File: config.mk
export PLATFORM = sky130hd
export DESIGN_NAME = lcd_ctrl
export DESIGN_NICKNAME = d
export VERILOG_FILES = /design/src/hdl/lcd_pkg.sv /design/src/hdl/lcd_axi_slave.sv /design/src/hdl/lcd_ctrl.sv /design/src/hdl/lcd_dispatch.sv /design/src/hdl/lcd_graph_buffer.sv
export SDC_FILE = /design/constraint.sdc
export NUM_CORES = 1
export LEC_CHECK = 0
export BUFFER_PORTS_ARGS = -buffer_cell sky130_fd_sc_hd__clkbuf_2
export CAP_MARGIN = 5
export CELL_PAD_IN_SITES_DETAIL_PLACEMENT = 1
export CELL_PAD_IN_SITES_GLOBAL_PLACEMENT = 1
export CORE_AREA = 2 2 217 219
export CTS_CLUSTER_SIZE = 28
export DETAILED_ROUTE_END_ITERATION = 8
export DIE_AREA = 0 0 219 221
export GPL_ROUTABILITY_DRIVEN = 0
export HOLD_SLACK_MARGIN = 0.03
export PLACE_DENSITY = 0.8
export SLEW_MARGIN = 20
export SYNTH_ARGS = -nofsm -noshare
export SYNTH_HDL_FRONTEND = slang
export SYNTH_SLANG_ARGS = --single-unit
File: constraint.sdc
create_clock -name pclk -period 17.2 [get_ports pclk]
set_clock_uncertainty 0.05 [all_clocks]
set_input_delay 3.44 -clock pclk [delete_from_list [all_inputs] [get_ports pclk]]
set_output_delay 3.44 -clock pclk [all_outputs]
set_load 0.05 [all_outputs]
File: src/hdl/lcd_pkg.sv
// address map, frame sizes and AXI channel types for the lcd controller
// single-beat AXI with 32-bit address and data only
`default_nettype none

package lcd_pkg;

    localparam int ADDR_W = 32;
    localparam int DATA_W = 32;
    localparam int STRB_W = DATA_W / 8;

    localparam logic [STRB_W-1:0] STRB_FULL = '1;
    localparam logic [1:0]        RESP_OKAY = 2'b00;

    // register map
    localparam logic [ADDR_W-1:0] ADDR_LCD_INPUT   = 32'h1fd0_c000; // touch register
    localparam logic [ADDR_W-1:0] ADDR_TOUCH_INPUT = 32'h1fd0_c004; // reads all ones
    localparam logic [ADDR_W-1:0] ADDR_WRITE_GRAPH = 32'h1fd0_c008; // opens a graph frame

    // graph frame: six panel instructions then the graph size word
    localparam int GRAPH_WORDS  = 7;
    localparam int GRAPH_INSTS  = 6;
    localparam int DISPATCH_GAP = 2;  // cycles between sends to lcd_id
    localparam int IDX_W        = 3;
    localparam int GAP_W        = 2;

    typedef struct packed {
        logic [ADDR_W-1:0] addr;
    } axi_addr_t;

    typedef struct packed {
        logic [DATA_W-1:0] data;
        logic [STRB_W-1:0] strb;
        logic              last;
    } axi_w_t;

    typedef struct packed {
        logic [DATA_W-1:0] data;
        logic [1:0]        resp;
        logic              last;
    } axi_r_t;

    typedef struct packed {
        logic [1:0] resp;
    } axi_b_t;

    // one instruction toward the panel side
    typedef struct packed {
        logic [ADDR_W-1:0] addr;
        logic [DATA_W-1:0] data;
    } lcd_cmd_t;

endpackage

`default_nettype wire

File: src/hdl/lcd_axi_slave.sv
// single-beat AXI slave; wlast and all id/burst fields are ignored
// partial-strobe writes get OKAY but are not forwarded as commands
`timescale 1ns/1ps
`default_nettype none

module lcd_axi_slave (
    input  wire logic                        pclk,
    input  wire logic                        rst_n,
    input  wire lcd_pkg::axi_addr_t          aw_i,
    input  wire logic                        awvalid_i,
    output logic                             awready_o,
    input  wire lcd_pkg::axi_w_t             w_i,
    input  wire logic                        wvalid_i,
    output logic                             wready_o,
    output lcd_pkg::axi_b_t                  b_o,
    output logic                             bvalid_o,
    input  wire logic                        bready_i,
    input  wire lcd_pkg::axi_addr_t          ar_i,
    input  wire logic                        arvalid_i,
    output logic                             arready_o,
    output lcd_pkg::axi_r_t                  r_o,
    output logic                             rvalid_o,
    input  wire logic                        rready_i,
    input  wire logic [lcd_pkg::DATA_W-1:0]  touch_reg_i,
    input  wire logic                        busy_i,
    output lcd_pkg::lcd_cmd_t                wr_cmd_o,
    output logic                             wr_valid_o
);
    import lcd_pkg::*;

    typedef enum logic {R_ADDR, R_DATA} r_state_e;
    typedef enum logic [1:0] {W_IDLE, W_ADDR, W_DATA, W_RESP} w_state_e;

    r_state_e          r_state;
    w_state_e          w_state;
    logic [DATA_W-1:0] rd_mux;
    logic [DATA_W-1:0] rdata_q;
    logic [ADDR_W-1:0] waddr_q;

    always_comb begin
        case (ar_i.addr)
            ADDR_LCD_INPUT:   rd_mux = touch_reg_i;
            ADDR_TOUCH_INPUT: rd_mux = '1;
            default:          rd_mux = '0;
        endcase
    end

    always_ff @(posedge pclk) begin
        if (!rst_n) begin
            r_state   <= R_ADDR;
            arready_o <= 1'b1;
            rvalid_o  <= 1'b0;
        end else begin
            case (r_state)
                R_ADDR: if (arvalid_i && arready_o) begin
                    r_state   <= R_DATA;
                    arready_o <= 1'b0;
                    rvalid_o  <= 1'b1;
                end
                R_DATA: if (rvalid_o && rready_i) begin
                    r_state   <= R_ADDR;
                    arready_o <= 1'b1;
                    rvalid_o  <= 1'b0;
                end
                default: r_state <= R_ADDR;
            endcase
        end
    end

    always_ff @(posedge pclk) begin
        if (arvalid_i && arready_o) rdata_q <= rd_mux;  // sampled with the address
    end

    assign r_o = '{data: rdata_q, resp: RESP_OKAY, last: 1'b1};
    assign b_o = '{resp: RESP_OKAY};

    always_ff @(posedge pclk) begin
        if (!rst_n) begin
            w_state    <= W_IDLE;
            awready_o  <= 1'b0;
            wready_o   <= 1'b0;
            bvalid_o   <= 1'b0;
            wr_valid_o <= 1'b0;
        end else begin
            wr_valid_o <= 1'b0;
            case (w_state)
                W_IDLE: if (!busy_i) begin  // hold off while a frame waits
                    w_state   <= W_ADDR;
                    awready_o <= 1'b1;
                end
                W_ADDR: if (awvalid_i && awready_o) begin
                    w_state   <= W_DATA;
                    awready_o <= 1'b0;
                    wready_o  <= 1'b1;
                end
                W_DATA: if (wvalid_i && wready_o) begin
                    w_state    <= W_RESP;
                    wready_o   <= 1'b0;
                    bvalid_o   <= 1'b1;
                    wr_valid_o <= (w_i.strb == STRB_FULL);
                end
                W_RESP: if (bvalid_o && bready_i) begin
                    w_state  <= W_IDLE;
                    bvalid_o <= 1'b0;
                end
                default: w_state <= W_IDLE;
            endcase
        end
    end

    always_ff @(posedge pclk) begin
        if (awvalid_i && awready_o) waddr_q <= aw_i.addr;
        if (wvalid_i && wready_o) wr_cmd_o <= '{addr: waddr_q, data: w_i.data};
    end

    a_bvalid_hold: assert property (@(posedge pclk) disable iff (!rst_n)
        bvalid_o && !bready_i |=> bvalid_o);

    a_rvalid_hold: assert property (@(posedge pclk) disable iff (!rst_n)
        rvalid_o && !rready_i |=> rvalid_o && $stable(r_o));

    // busy must have closed the write path before a frame overflows
    a_no_write_when_busy: assert property (@(posedge pclk) disable iff (!rst_n)
        !(wr_valid_o && busy_i));

endmodule

`default_nettype wire

File: src/hdl/lcd_ctrl.sv
// lcd controller top: AXI slave, graph frame buffer and lcd_id dispatcher
// graph_size_o is meaningful only while a frame is being sent
`timescale 1ns/1ps
`default_nettype none

module lcd_ctrl (
    input  wire logic                        pclk,
    input  wire logic                        rst_n,
    input  wire lcd_pkg::axi_addr_t          aw_i,
    input  wire logic                        awvalid_i,
    output logic                             awready_o,
    input  wire lcd_pkg::axi_w_t             w_i,
    input  wire logic                        wvalid_i,
    output logic                             wready_o,
    output lcd_pkg::axi_b_t                  b_o,
    output logic                             bvalid_o,
    input  wire logic                        bready_i,
    input  wire lcd_pkg::axi_addr_t          ar_i,
    input  wire logic                        arvalid_i,
    output logic                             arready_o,
    output lcd_pkg::axi_r_t                  r_o,
    output logic                             rvalid_o,
    input  wire logic                        rready_i,
    input  wire logic [lcd_pkg::DATA_W-1:0]  touch_reg_i,
    input  wire logic                        cpu_work_i,
    input  wire logic                        write_ok_i,
    output lcd_pkg::lcd_cmd_t                buffer_cmd_o,
    output logic                             data_valid_o,
    output logic [lcd_pkg::DATA_W-1:0]       graph_size_o
);
    import lcd_pkg::*;

    lcd_cmd_t         wr_cmd;
    logic             wr_valid;
    logic             busy;
    logic             full;
    lcd_cmd_t         rd_cmd;
    logic [IDX_W-1:0] rd_idx;
    logic             release_frame;

    lcd_axi_slave u_axi_slave (
        .pclk, .rst_n,
        .aw_i, .awvalid_i, .awready_o,
        .w_i, .wvalid_i, .wready_o,
        .b_o, .bvalid_o, .bready_i,
        .ar_i, .arvalid_i, .arready_o,
        .r_o, .rvalid_o, .rready_i,
        .touch_reg_i,
        .busy_i     (busy),
        .wr_cmd_o   (wr_cmd),
        .wr_valid_o (wr_valid)
    );

    lcd_graph_buffer u_graph_buffer (
        .pclk, .rst_n, .cpu_work_i,
        .wr_cmd_i   (wr_cmd),
        .wr_valid_i (wr_valid),
        .rd_idx_i   (rd_idx),
        .release_i  (release_frame),
        .busy_o     (busy),
        .full_o     (full),
        .rd_cmd_o   (rd_cmd),
        .graph_size_o
    );

    lcd_dispatch u_dispatch (
        .pclk, .rst_n, .cpu_work_i,
        .full_i     (full),
        .rd_cmd_i   (rd_cmd),
        .write_ok_i,
        .rd_idx_o   (rd_idx),
        .buffer_cmd_o,
        .data_valid_o,
        .release_o  (release_frame)
    );

endmodule

`default_nettype wire

File: src/hdl/lcd_dispatch.sv
// sends the six buffered instructions to lcd_id, paced by write_ok
// a gap counter skips the write_ok still left over from the previous send
`timescale 1ns/1ps
`default_nettype none

module lcd_dispatch (
    input  wire logic                        pclk,
    input  wire logic                        rst_n,
    input  wire logic                        cpu_work_i,
    input  wire logic                        full_i,
    input  wire lcd_pkg::lcd_cmd_t           rd_cmd_i,
    input  wire logic                        write_ok_i,
    output logic [lcd_pkg::IDX_W-1:0]        rd_idx_o,
    output lcd_pkg::lcd_cmd_t                buffer_cmd_o,
    output logic                             data_valid_o,
    output logic                             release_o
);
    import lcd_pkg::*;

    logic [IDX_W-1:0] inst_q;   // instructions sent so far
    logic [GAP_W-1:0] gap_q;    // saturates at DISPATCH_GAP
    logic             gap_ok;
    logic             all_sent;
    logic             fire;

    assign gap_ok   = (gap_q == GAP_W'(DISPATCH_GAP));
    assign all_sent = (inst_q == IDX_W'(GRAPH_INSTS));
    // release_o still high means the buffer has not emptied yet
    assign fire     = full_i && gap_ok && write_ok_i && !release_o;
    assign rd_idx_o = inst_q;

    always_ff @(posedge pclk) begin
        if (!rst_n || !cpu_work_i) begin
            inst_q       <= '0;
            gap_q        <= GAP_W'(DISPATCH_GAP);
            data_valid_o <= 1'b0;
            release_o    <= 1'b0;
        end else begin
            data_valid_o <= 1'b0;
            release_o    <= 1'b0;
            if (!gap_ok) begin
                gap_q <= gap_q + 1'b1;
            end
            if (fire) begin
                if (all_sent) begin
                    inst_q    <= '0;
                    release_o <= 1'b1;  // frame done, free the buffer
                end else begin
                    inst_q       <= inst_q + 1'b1;
                    gap_q        <= '0;
                    data_valid_o <= 1'b1;
                end
            end
        end
    end

    always_ff @(posedge pclk) begin
        if (fire && !all_sent) buffer_cmd_o <= rd_cmd_i;
    end

    // the gap counter guarantees at least one idle cycle between sends
    a_valid_single: assert property (@(posedge pclk) disable iff (!rst_n)
        data_valid_o |=> !data_valid_o);

endmodule

`default_nettype wire

File: src/hdl/lcd_graph_buffer.sv
// holds one seven-word graph frame; only a write to the graph address opens it
// cpu_work low empties the buffer like reset
`timescale 1ns/1ps
`default_nettype none

module lcd_graph_buffer (
    input  wire logic                        pclk,
    input  wire logic                        rst_n,
    input  wire logic                        cpu_work_i,
    input  wire lcd_pkg::lcd_cmd_t           wr_cmd_i,
    input  wire logic                        wr_valid_i,
    input  wire logic [lcd_pkg::IDX_W-1:0]   rd_idx_i,
    input  wire logic                        release_i,
    output logic                             busy_o,
    output logic                             full_o,
    output lcd_pkg::lcd_cmd_t                rd_cmd_o,
    output logic [lcd_pkg::DATA_W-1:0]       graph_size_o
);
    import lcd_pkg::*;

    lcd_cmd_t         frame_q [GRAPH_WORDS];
    logic [IDX_W-1:0] cnt_q;   // next entry, 0 while no frame is open
    logic             full_q;
    logic             opens;
    logic             cap_en;

    assign opens  = (cnt_q == '0) && (wr_cmd_i.addr == ADDR_WRITE_GRAPH);
    assign cap_en = wr_valid_i && !full_q && ((cnt_q != '0) || opens);

    always_ff @(posedge pclk) begin
        if (!rst_n || !cpu_work_i) begin
            cnt_q  <= '0;
            full_q <= 1'b0;
        end else if (release_i) begin
            cnt_q  <= '0;
            full_q <= 1'b0;
        end else if (cap_en) begin
            if (cnt_q == IDX_W'(GRAPH_WORDS - 1)) begin
                cnt_q  <= '0;
                full_q <= 1'b1;  // seventh word in
            end else begin
                cnt_q <= cnt_q + 1'b1;
            end
        end
    end

    always_ff @(posedge pclk) begin
        if (cap_en) frame_q[cnt_q] <= wr_cmd_i;
    end

    // one flag, seen by the slave as busy and by the dispatcher as full
    assign busy_o = full_q;
    assign full_o = full_q;

    assign rd_cmd_o     = frame_q[rd_idx_i];
    assign graph_size_o = frame_q[GRAPH_WORDS - 1].data;  // last word is the size

    a_release_when_full: assert property (@(posedge pclk) disable iff (!rst_n)
        release_i |-> full_o);

endmodule

`default_nettype wire

### Word level (Yosys, flattened, before mapping)

Memories as Yosys holds them, arrays and structs flattened. A register that Yosys moved wholly into a read port is not among the register bits.
Cells that the tools add are included.

* $add $sub $neg: 3
* eq/ne operators: 16
* muxes and demuxes: 33
* bitwise operators: 2
* reduce and logical (&&, ||, !) cells: 34

Operators by type and width (count)
* $eq 32x29->1 const B: 3
* $pmux 32 s2: 1
* $mux 1: 16
* $mux 2: 7
* $logic_and 1x1->1: 12
* $pmux 1 s2: 6
* $reduce_and 3->1: 4
* $ne 2x1->1 const B: 4
* $pmux 2 s4: 1
* $add 3x1->3 const B: 2
* $eq 2x2->1 const B: 3
* $eq 3x3->1 const B: 2
* $mux 3: 2
* $reduce_bool 2->1: 3
* $logic_not 1->1: 5
* $eq 4x4->1 const B: 1
* $ne 2x2->1 const B: 2
* $reduce_and 2->1: 2
* $reduce_and 4->1: 1
* $reduce_or 2->1: 2
* $logic_not 3->1: 1
* $reduce_bool 3->1: 1
* $add 2x1->2 const B: 1
* $eq 2x1->1 const B: 1
* 3 further kinds: 5

* flip-flop bits (word level): 148
* bits in writable memories: 448
* input bits: 142
* output and inout bits: 139
* logic and storage cells: 107
* memories: 1

Memories
* u_graph_buffer.frame_q: depth 7, bits a word 64, read ports 2, clocked after memory_dff 1, wr ports 1, RTL line lcd_graph_buffer.sv:21 `lcd_cmd_t frame_q [GRAPH_WORDS];`

### Depth between registers and ports, before layout

* depth in word-level cells: 6
* gate-level depth with buffers: 7
* depth with buffers taken out: 6

### Modules after synthesis

From an unflattened synthesis, not the netlist that was laid out.

* cell total of the unflattened synthesis: 1255
* area total of the unflattened synthesis: 24822.6 um2

By module, submodules not included
* lcd_graph_buffer: times used 1, cells each 885, area each 17615.6 um2, seq. area each 13533.0 um2
* lcd_axi_slave: times used 1, cells each 272, area each 4982.3 um2, seq. area each 4023.9 um2
* lcd_dispatch: times used 1, cells each 98, area each 2224.6 um2, seq. area each 2062.0 um2

### Worst setup path after synthesis

Ideal clock, no wire load.

* path kind: register to register
* start: reg u_graph_buffer.full_q (netlist: u_graph_buffer.busy_o)
* end: mem u_graph_buffer.frame_q[3][0] (netlist bit), enable pin
* library setup time: 0.580 ns
* arrival time: 5.454 ns
* data required time: 16.570 ns
* path slack: 11.115 ns
* stages on the path, launching flop included: 4
* path buffers: 1
* clock period less this slack: 6.085 ns
* cells stage by stage: dfxtp_1 > clkbuf_1 > nand3b_1 > nor3b_1

* word-level cells in the longest chain between the ends: 5

Ends and longest elaborated chain
* start, declared: RTL line lcd_graph_buffer.sv:23 `logic full_q;`
* start signal, assigned: RTL line lcd_graph_buffer.sv:33 `full_q <= 1'b0;`
* start signal, assigned: RTL line lcd_graph_buffer.sv:36 `full_q <= 1'b0;`
* start signal, assigned: RTL line lcd_graph_buffer.sv:40 `full_q <= 1'b1;`
* $logic_not 1->1: RTL line lcd_graph_buffer.sv:28 `assign cap_en = wr_valid_i && !full_q && ((cnt_q != '0) || opens);`
* $logic_and 1x1->1 (2 in a row): RTL line lcd_graph_buffer.sv:28
* $mux 1: RTL line lcd_graph_buffer.sv:48 `if (cap_en) frame_q[cnt_q] <= wr_cmd_i;`
* $mux 1 (not written as such): RTL line lcd_graph_buffer.sv:48
* end, declared: RTL line lcd_graph_buffer.sv:21

No other way between the ends.

### Worst setup path after layout

* start: in write_ok_i
* end: reg u_dispatch.buffer_cmd_o[10] (netlist name)

* word-level cells in the longest chain between the ends: 3

Ends and longest elaborated chain
* start, declared: RTL line lcd_ctrl.sv:26 `input wire logic write_ok_i,`
* $logic_and 1x1->1 (2 in a row): RTL line lcd_dispatch.sv:29 `assign fire = full_i && gap_ok && write_ok_i && !release_o;`
* $logic_and 1x1->1: RTL line lcd_dispatch.sv:58 `if (fire && !all_sent) buffer_cmd_o <= rd_cmd_i;`

No other way between the ends.
A chain may end at the register's enable or synchronous reset.

==> report_table.html <==
<table>
<tr><th>Metric</th><th>Value</th></tr>
<tr><th colspan="2">Worst setup path</th></tr>
<tr><td>Slack of the worst reg-to-reg path</td><td>between 10 and 15 ns</td></tr>
<tr><td>CP arrival</td><td>~5.1 ns</td></tr>
<tr><td>Critical Path Fanout Max</td><td>45</td></tr>
<tr><td>Worst path max stage delay</td><td>0.72 ns</td></tr>
<tr><td>CP max stage cell</td><td>sky130_fd_sc_hd__buf_4</td></tr>
<tr><td>Critical path endpoint category</td><td>flip-flop</td></tr>
<tr><td>Worst Setup Start Kind</td><td>input pin</td></tr>
<tr><td>Number of cells traversed by the worst register-to-register path</td><td>5</td></tr>
<tr><td>Start-to-end type of the worst setup path</td><td>input pin to flip-flop</td></tr>
<tr><td>Required time at the worst-slack endpoint</td><td>17.35 ns</td></tr>
<tr><td>Cell chain of the critical path</td><td>clkbuf_2 &gt; and4b_1 &gt; nand2_1 &gt; inv_4 &gt; buf_4</td></tr>
<tr><th colspan="2">Clock tree</th></tr>
<tr><td>Number of buffers added by the clock tree synthesis step</td><td>between 60 and 70</td></tr>
<tr><td>Hold Buf Count CTS</td><td>0</td></tr>
<tr><td>Number of sinks handled by clock tree synthesis</td><td>660</td></tr>
<tr><td>Resized cells post-CTS</td><td>0</td></tr>
<tr><td>Number of buffers inserted by post-CTS setup repair</td><td>0</td></tr>
<tr><td>CTS root buffer</td><td>sky130_fd_sc_hd__clkbuf_16</td></tr>
<tr><td>CTS tree</td><td>yes</td></tr>
<tr><td>H-tree depth</td><td>3</td></tr>
<tr><td>CTS clock-pin slew for the worst setup and hold paths</td><td>roughly 0.060 ns</td></tr>
<tr><td>Maximum buffer depth of the clock tree</td><td>3</td></tr>
<tr><td>Clk_lat worst skew</td><td>0.59 ns</td></tr>
<tr><th colspan="2">Power</th></tr>
<tr><td>Internal power of the cells</td><td>about 2.7 mW</td></tr>
<tr><td>Seq pwr share</td><td>54.8%</td></tr>
<tr><td>Worst voltage drop across the vdd grid</td><td>a little under 0.00007 V</td></tr>
<tr><td>Fraction of power spent switching nets</td><td>a little over 20%</td></tr>
<tr><td>P_sw</td><td>a little under 0.7 mW</td></tr>
<tr><td>Total power per unit cell area</td><td>approximately 120 mW/mm^2</td></tr>
<tr><td>Overall power of the completed layout</td><td>about 3.4 mW</td></tr>
<tr><td>Comb power frac</td><td>3.1%</td></tr>
<tr><td>LEAKAGE</td><td>9.34 nW</td></tr>
<tr><td>Clock group share of total power</td><td>42.2%</td></tr>
<tr><th colspan="2">Route</th></tr>
<tr><td>Ratio of routed vias to standard cells</td><td>roughly 5.7</td></tr>
<tr><td>Total number of vias</td><td>between 10000 and 15000</td></tr>
<tr><td>Residual antenna-violating net count after detailed routing</td><td>0</td></tr>
<tr><td>Metal-1 WL</td><td>about 22000 um</td></tr>
<tr><td>Sum of routed wire length over all layers</td><td>about 54000 um</td></tr>
<tr><td>Initial DRC Count</td><td>about 930</td></tr>
<tr><td>Wire length on met2</td><td>roughly 27000 um</td></tr>
<tr><td>Residual DRC</td><td>0</td></tr>
<tr><td>Max Used Layer</td><td>met4</td></tr>
<tr><td>WL/cell</td><td>25.0 um</td></tr>
<tr><td>Wire length on met3</td><td>between 3000 and 4000 um</td></tr>
<tr><td>Number of detailed-route iterations in the first pass</td><td>5</td></tr>
<tr><th colspan="2">Floorplan</th></tr>
<tr><td>Initial Utilization</td><td>a little over half</td></tr>
<tr><td>Core footprint</td><td>between 0.04 and 0.05 sq mm</td></tr>
<tr><td>Die width</td><td>around 220 um</td></tr>
<tr><td>Floorplan die area</td><td>slightly below 0.05 sq mm</td></tr>
<tr><td>Overall die height</td><td>221 um</td></tr>
<tr><td>Io pins</td><td>~280</td></tr>
<tr><td>Count of standard-cell rows</td><td>79</td></tr>
<tr><th colspan="2">Global route</th></tr>
<tr><td>Largest net degree at the start of global routing</td><td>92</td></tr>
<tr><td>Antenna violations before repair</td><td>0</td></tr>
<tr><td>Residual overflow from global routing</td><td>0</td></tr>
<tr><td>GRT Resource Usage Total</td><td>22.6%</td></tr>
<tr><td>First-pass GRT wire length</td><td>approximately 80000 um</td></tr>
<tr><td>Vias in the first global route</td><td>approximately 14000</td></tr>
<tr><th colspan="2">Min path</th></tr>
<tr><td>Worst Hold Path Cells</td><td>0</td></tr>
<tr><td>Worst Hold Class</td><td>flip-flop to flip-flop</td></tr>
<tr><th colspan="2">Timing</th></tr>
<tr><td>Final setup viols</td><td>0</td></tr>
<tr><td>Final Hold Violating Endpoints</td><td>0</td></tr>
<tr><td>Max frequency</td><td>roughly 200 MHz</td></tr>
<tr><td>Final count of pins violating max slew</td><td>0</td></tr>
<tr><td>Final clock period utilization by the worst path</td><td>29.0%</td></tr>
<tr><td>RSZ-0062 raised after global routing</td><td>false</td></tr>
<tr><td>Transition at the pin with the smallest max-transition slack</td><td>around 1.1 ns</td></tr>
<tr><td>Slew HR</td><td>approximately a quarter</td></tr>
<tr><td>Post-layout min period</td><td>approximately 5.0 ns</td></tr>
<tr><td>Setup TNS after final layout</td><td>0 ns</td></tr>
<tr><th colspan="2">Run status</th></tr>
<tr><td>Run status</td><td>finished, final reports clean</td></tr>
<tr><th colspan="2">Logic synthesis</th></tr>
<tr><td>Fraction of post-synthesis cell area in the top cell type by area</td><td>around four fifths</td></tr>
<tr><td>Area leader, netlist</td><td>sky130_fd_sc_hd__edfxtp_1</td></tr>
<tr><td>Synth unique cells</td><td>42</td></tr>
<tr><td>Number of storage elements in the synthesis netlist</td><td>between 600 and 700</td></tr>
<tr><td>Part of the Yosys area used for sequential elements</td><td>79.9%</td></tr>
<tr><td>Main area contributors after synthesis</td><td>sky130_fd_sc_hd__edfxtp_1 78%, sky130_fd_sc_hd__mux4_2 5.9%, sky130_fd_sc_hd__mux2_2 3.0%</td></tr>
<tr><td>Synthesized area</td><td>around 0.025 sq mm</td></tr>
<tr><td>Number of warnings issued by yosys</td><td>0</td></tr>
<tr><td>Synthesized netlist cell count</td><td>approximately 1200</td></tr>
<tr><td>Avg Synthesized Cell Area</td><td>~20 sq um</td></tr>
<tr><th colspan="2">Layout</th></tr>
<tr><td>Area taken by flip-flops and latches</td><td>0.0196 sq mm</td></tr>
<tr><td>Fill cell instance count of the final layout</td><td>4004</td></tr>
<tr><td>Diode count</td><td>0</td></tr>
<tr><td>Area of the multi-input gates</td><td>0.00440 sq mm</td></tr>
<tr><td>Area grow syn2layout</td><td>16.1%</td></tr>
<tr><td>Final Net Count</td><td>about 1600</td></tr>
<tr><td>Ratio of cells with drive above 1 in the final layout</td><td>approximately 34%</td></tr>
<tr><th colspan="2">Run</th></tr>
<tr><td>Max-capacitance violation count</td><td>0</td></tr>
<tr><th colspan="2">Placement</th></tr>
<tr><td>Buffers added on ports</td><td>approximately 270</td></tr>
<tr><td>Post-DP HPWL</td><td>between 30000 and 40000 um</td></tr>
</table>
-- final cells by class --
type | count | area share [%]
inverters | 9 | 0.145
flip-flops and latches | 660 | 68.9
clock inverters | 21 | 0.698
well taps | 607 | 2.67
repair buffers | 291 | 5.33
multi-input cells | 462 | 15.4
clock buffers | 98 | 6.81
-- power groups by stage --
| stage | Sequential [mW] | Combinational (mW) | Clock [mW] |
|---|---|---|---|
| 6_report | 1.84 | 0.103 | 1.42 |
| 5_1_grt | 1.85 | 0.112 | 1.51 |
| 4_1_cts | 1.84 | 0.105 | 1.45 |
| 3_5_place_dp | 1.88 | 0.104 | 0 |
| 3_3_place_gp | 1.87 | 0.0991 | 0 |
| 2_1_floorplan | 1.88 | 0.0423 | 0 |
-- logic make-up (layout without fill, tap and decap cells) --
logic type / count (synthesis) / in the layout / share of synthesized area (%)
DFF: 660 / 660 / 79.9
buffers and inverters: 100 / 419 / 2.34
other: 2 / 5 / 0.0306
muxes: 194 / 194 / 11.5
adders and majority gates: 6 / 6 / 0.306
AOI/OAI and AO/OA: 127 / 127 / 3.15
and+or+nand+nor: 130 / 130 / 2.72
-- Yosys cell counts (all sizes together) --
library cell	n
buf	66
inv	9
nor4bb	2
ha	6
a22oi	2
mux2i	65
nor4b	6
nor2	12
edfxtp	640
o21ai	71
nand4	5
and4b	1
a31oi	3
or4	2
a21boi	3
a211oi	4
nor2b	3
nor4	5
dfxtp	20
o21a	34
mux2	65
nor3b	3
clkbuf	25
nand2b	1
nand4b	2
nand2	72
conb	2
a21o	1
nand4bb	1
a311oi	1
a21oi	6
mux4	64
nor3	6
a2111oi	2
and2	5
nand3b	4
-- per-layer routing --
layer,GRT usage [%],vias up
li1,-,5343
met1,29.3,6350
met2,38.2,418
met3,4.73,89
met4,7.54,0
met5,0,-
-- cells in the final DEF (no fill, tap or decap), types with 17 or more instances in the layout --
master / Yosys / layout
sky130_fd_sc_hd__mux4_2: 64 / 64
sky130_fd_sc_hd__mux2i_1: 65 / 65
sky130_fd_sc_hd__o21ai_0: 71 / 71
sky130_fd_sc_hd__nand2_1: 72 / 72
sky130_fd_sc_hd__clkbuf_16: 0 / 73
sky130_fd_sc_hd__edfxtp_1: 640 / 640
sky130_fd_sc_hd__o21a_1: 34 / 34
sky130_fd_sc_hd__clkbuf_2: 0 / 274
sky130_fd_sc_hd__dfxtp_1: 20 / 17
sky130_fd_sc_hd__mux2_2: 65 / 65
sky130_fd_sc_hd__clkbuf_1: 25 / 23
-- state kept, by name, summed over array words and instances (netlist names), 3 cells and up --
signal	count
u_graph_buffer.frame_q	448
u_axi_slave.waddr_q	32
u_axi_slave.wr_cmd_o	64
u_axi_slave.rdata_q	32
u_dispatch.buffer_cmd_o	64
u_graph_buffer.cnt_q	3
u_dispatch.rd_idx_o	3
-- through the flow --
stage | utilization [%] | worst slack [ns] | area [sq um] | std cells | hold slack (ns)
final | 61.8 | 12.21 | 28500 | 2148 | 0.364
after global routing | 61.8 | 12.15 | 28500 | 2148 | 0.376
after CTS | 61.8 | 12.22 | 28500 | 2148 | 0.367
after detailed placement | 57.2 | 11.65 | 26300 | 2029 | 0.356
after global placement | 57.2 | 11.69 | 26300 | 2029 | 0.354
after floorplan | - | 11.12 | 24600 | 1222 | 0.350
-- worst max-delay path, delay by kind of cell --
family,cells,cell delay [ns]
simple gates,2,0.48
buf+inv,3,1.15
-- path summary, 6_finish.rpt --
check	startpoint	endpoint
max	write_ok_i	u_dispatch.buffer_cmd_o[10]
max reg2reg	u_axi_slave.wr_cmd_o[32]	u_graph_buffer.frame_q[0][30]
min	u_axi_slave.waddr_q[9]	u_axi_slave.wr_cmd_o[41]
min reg2reg	u_axi_slave.waddr_q[9]	u_axi_slave.wr_cmd_o[41]
No activity file was read; power rests on OpenSTA's default activity.
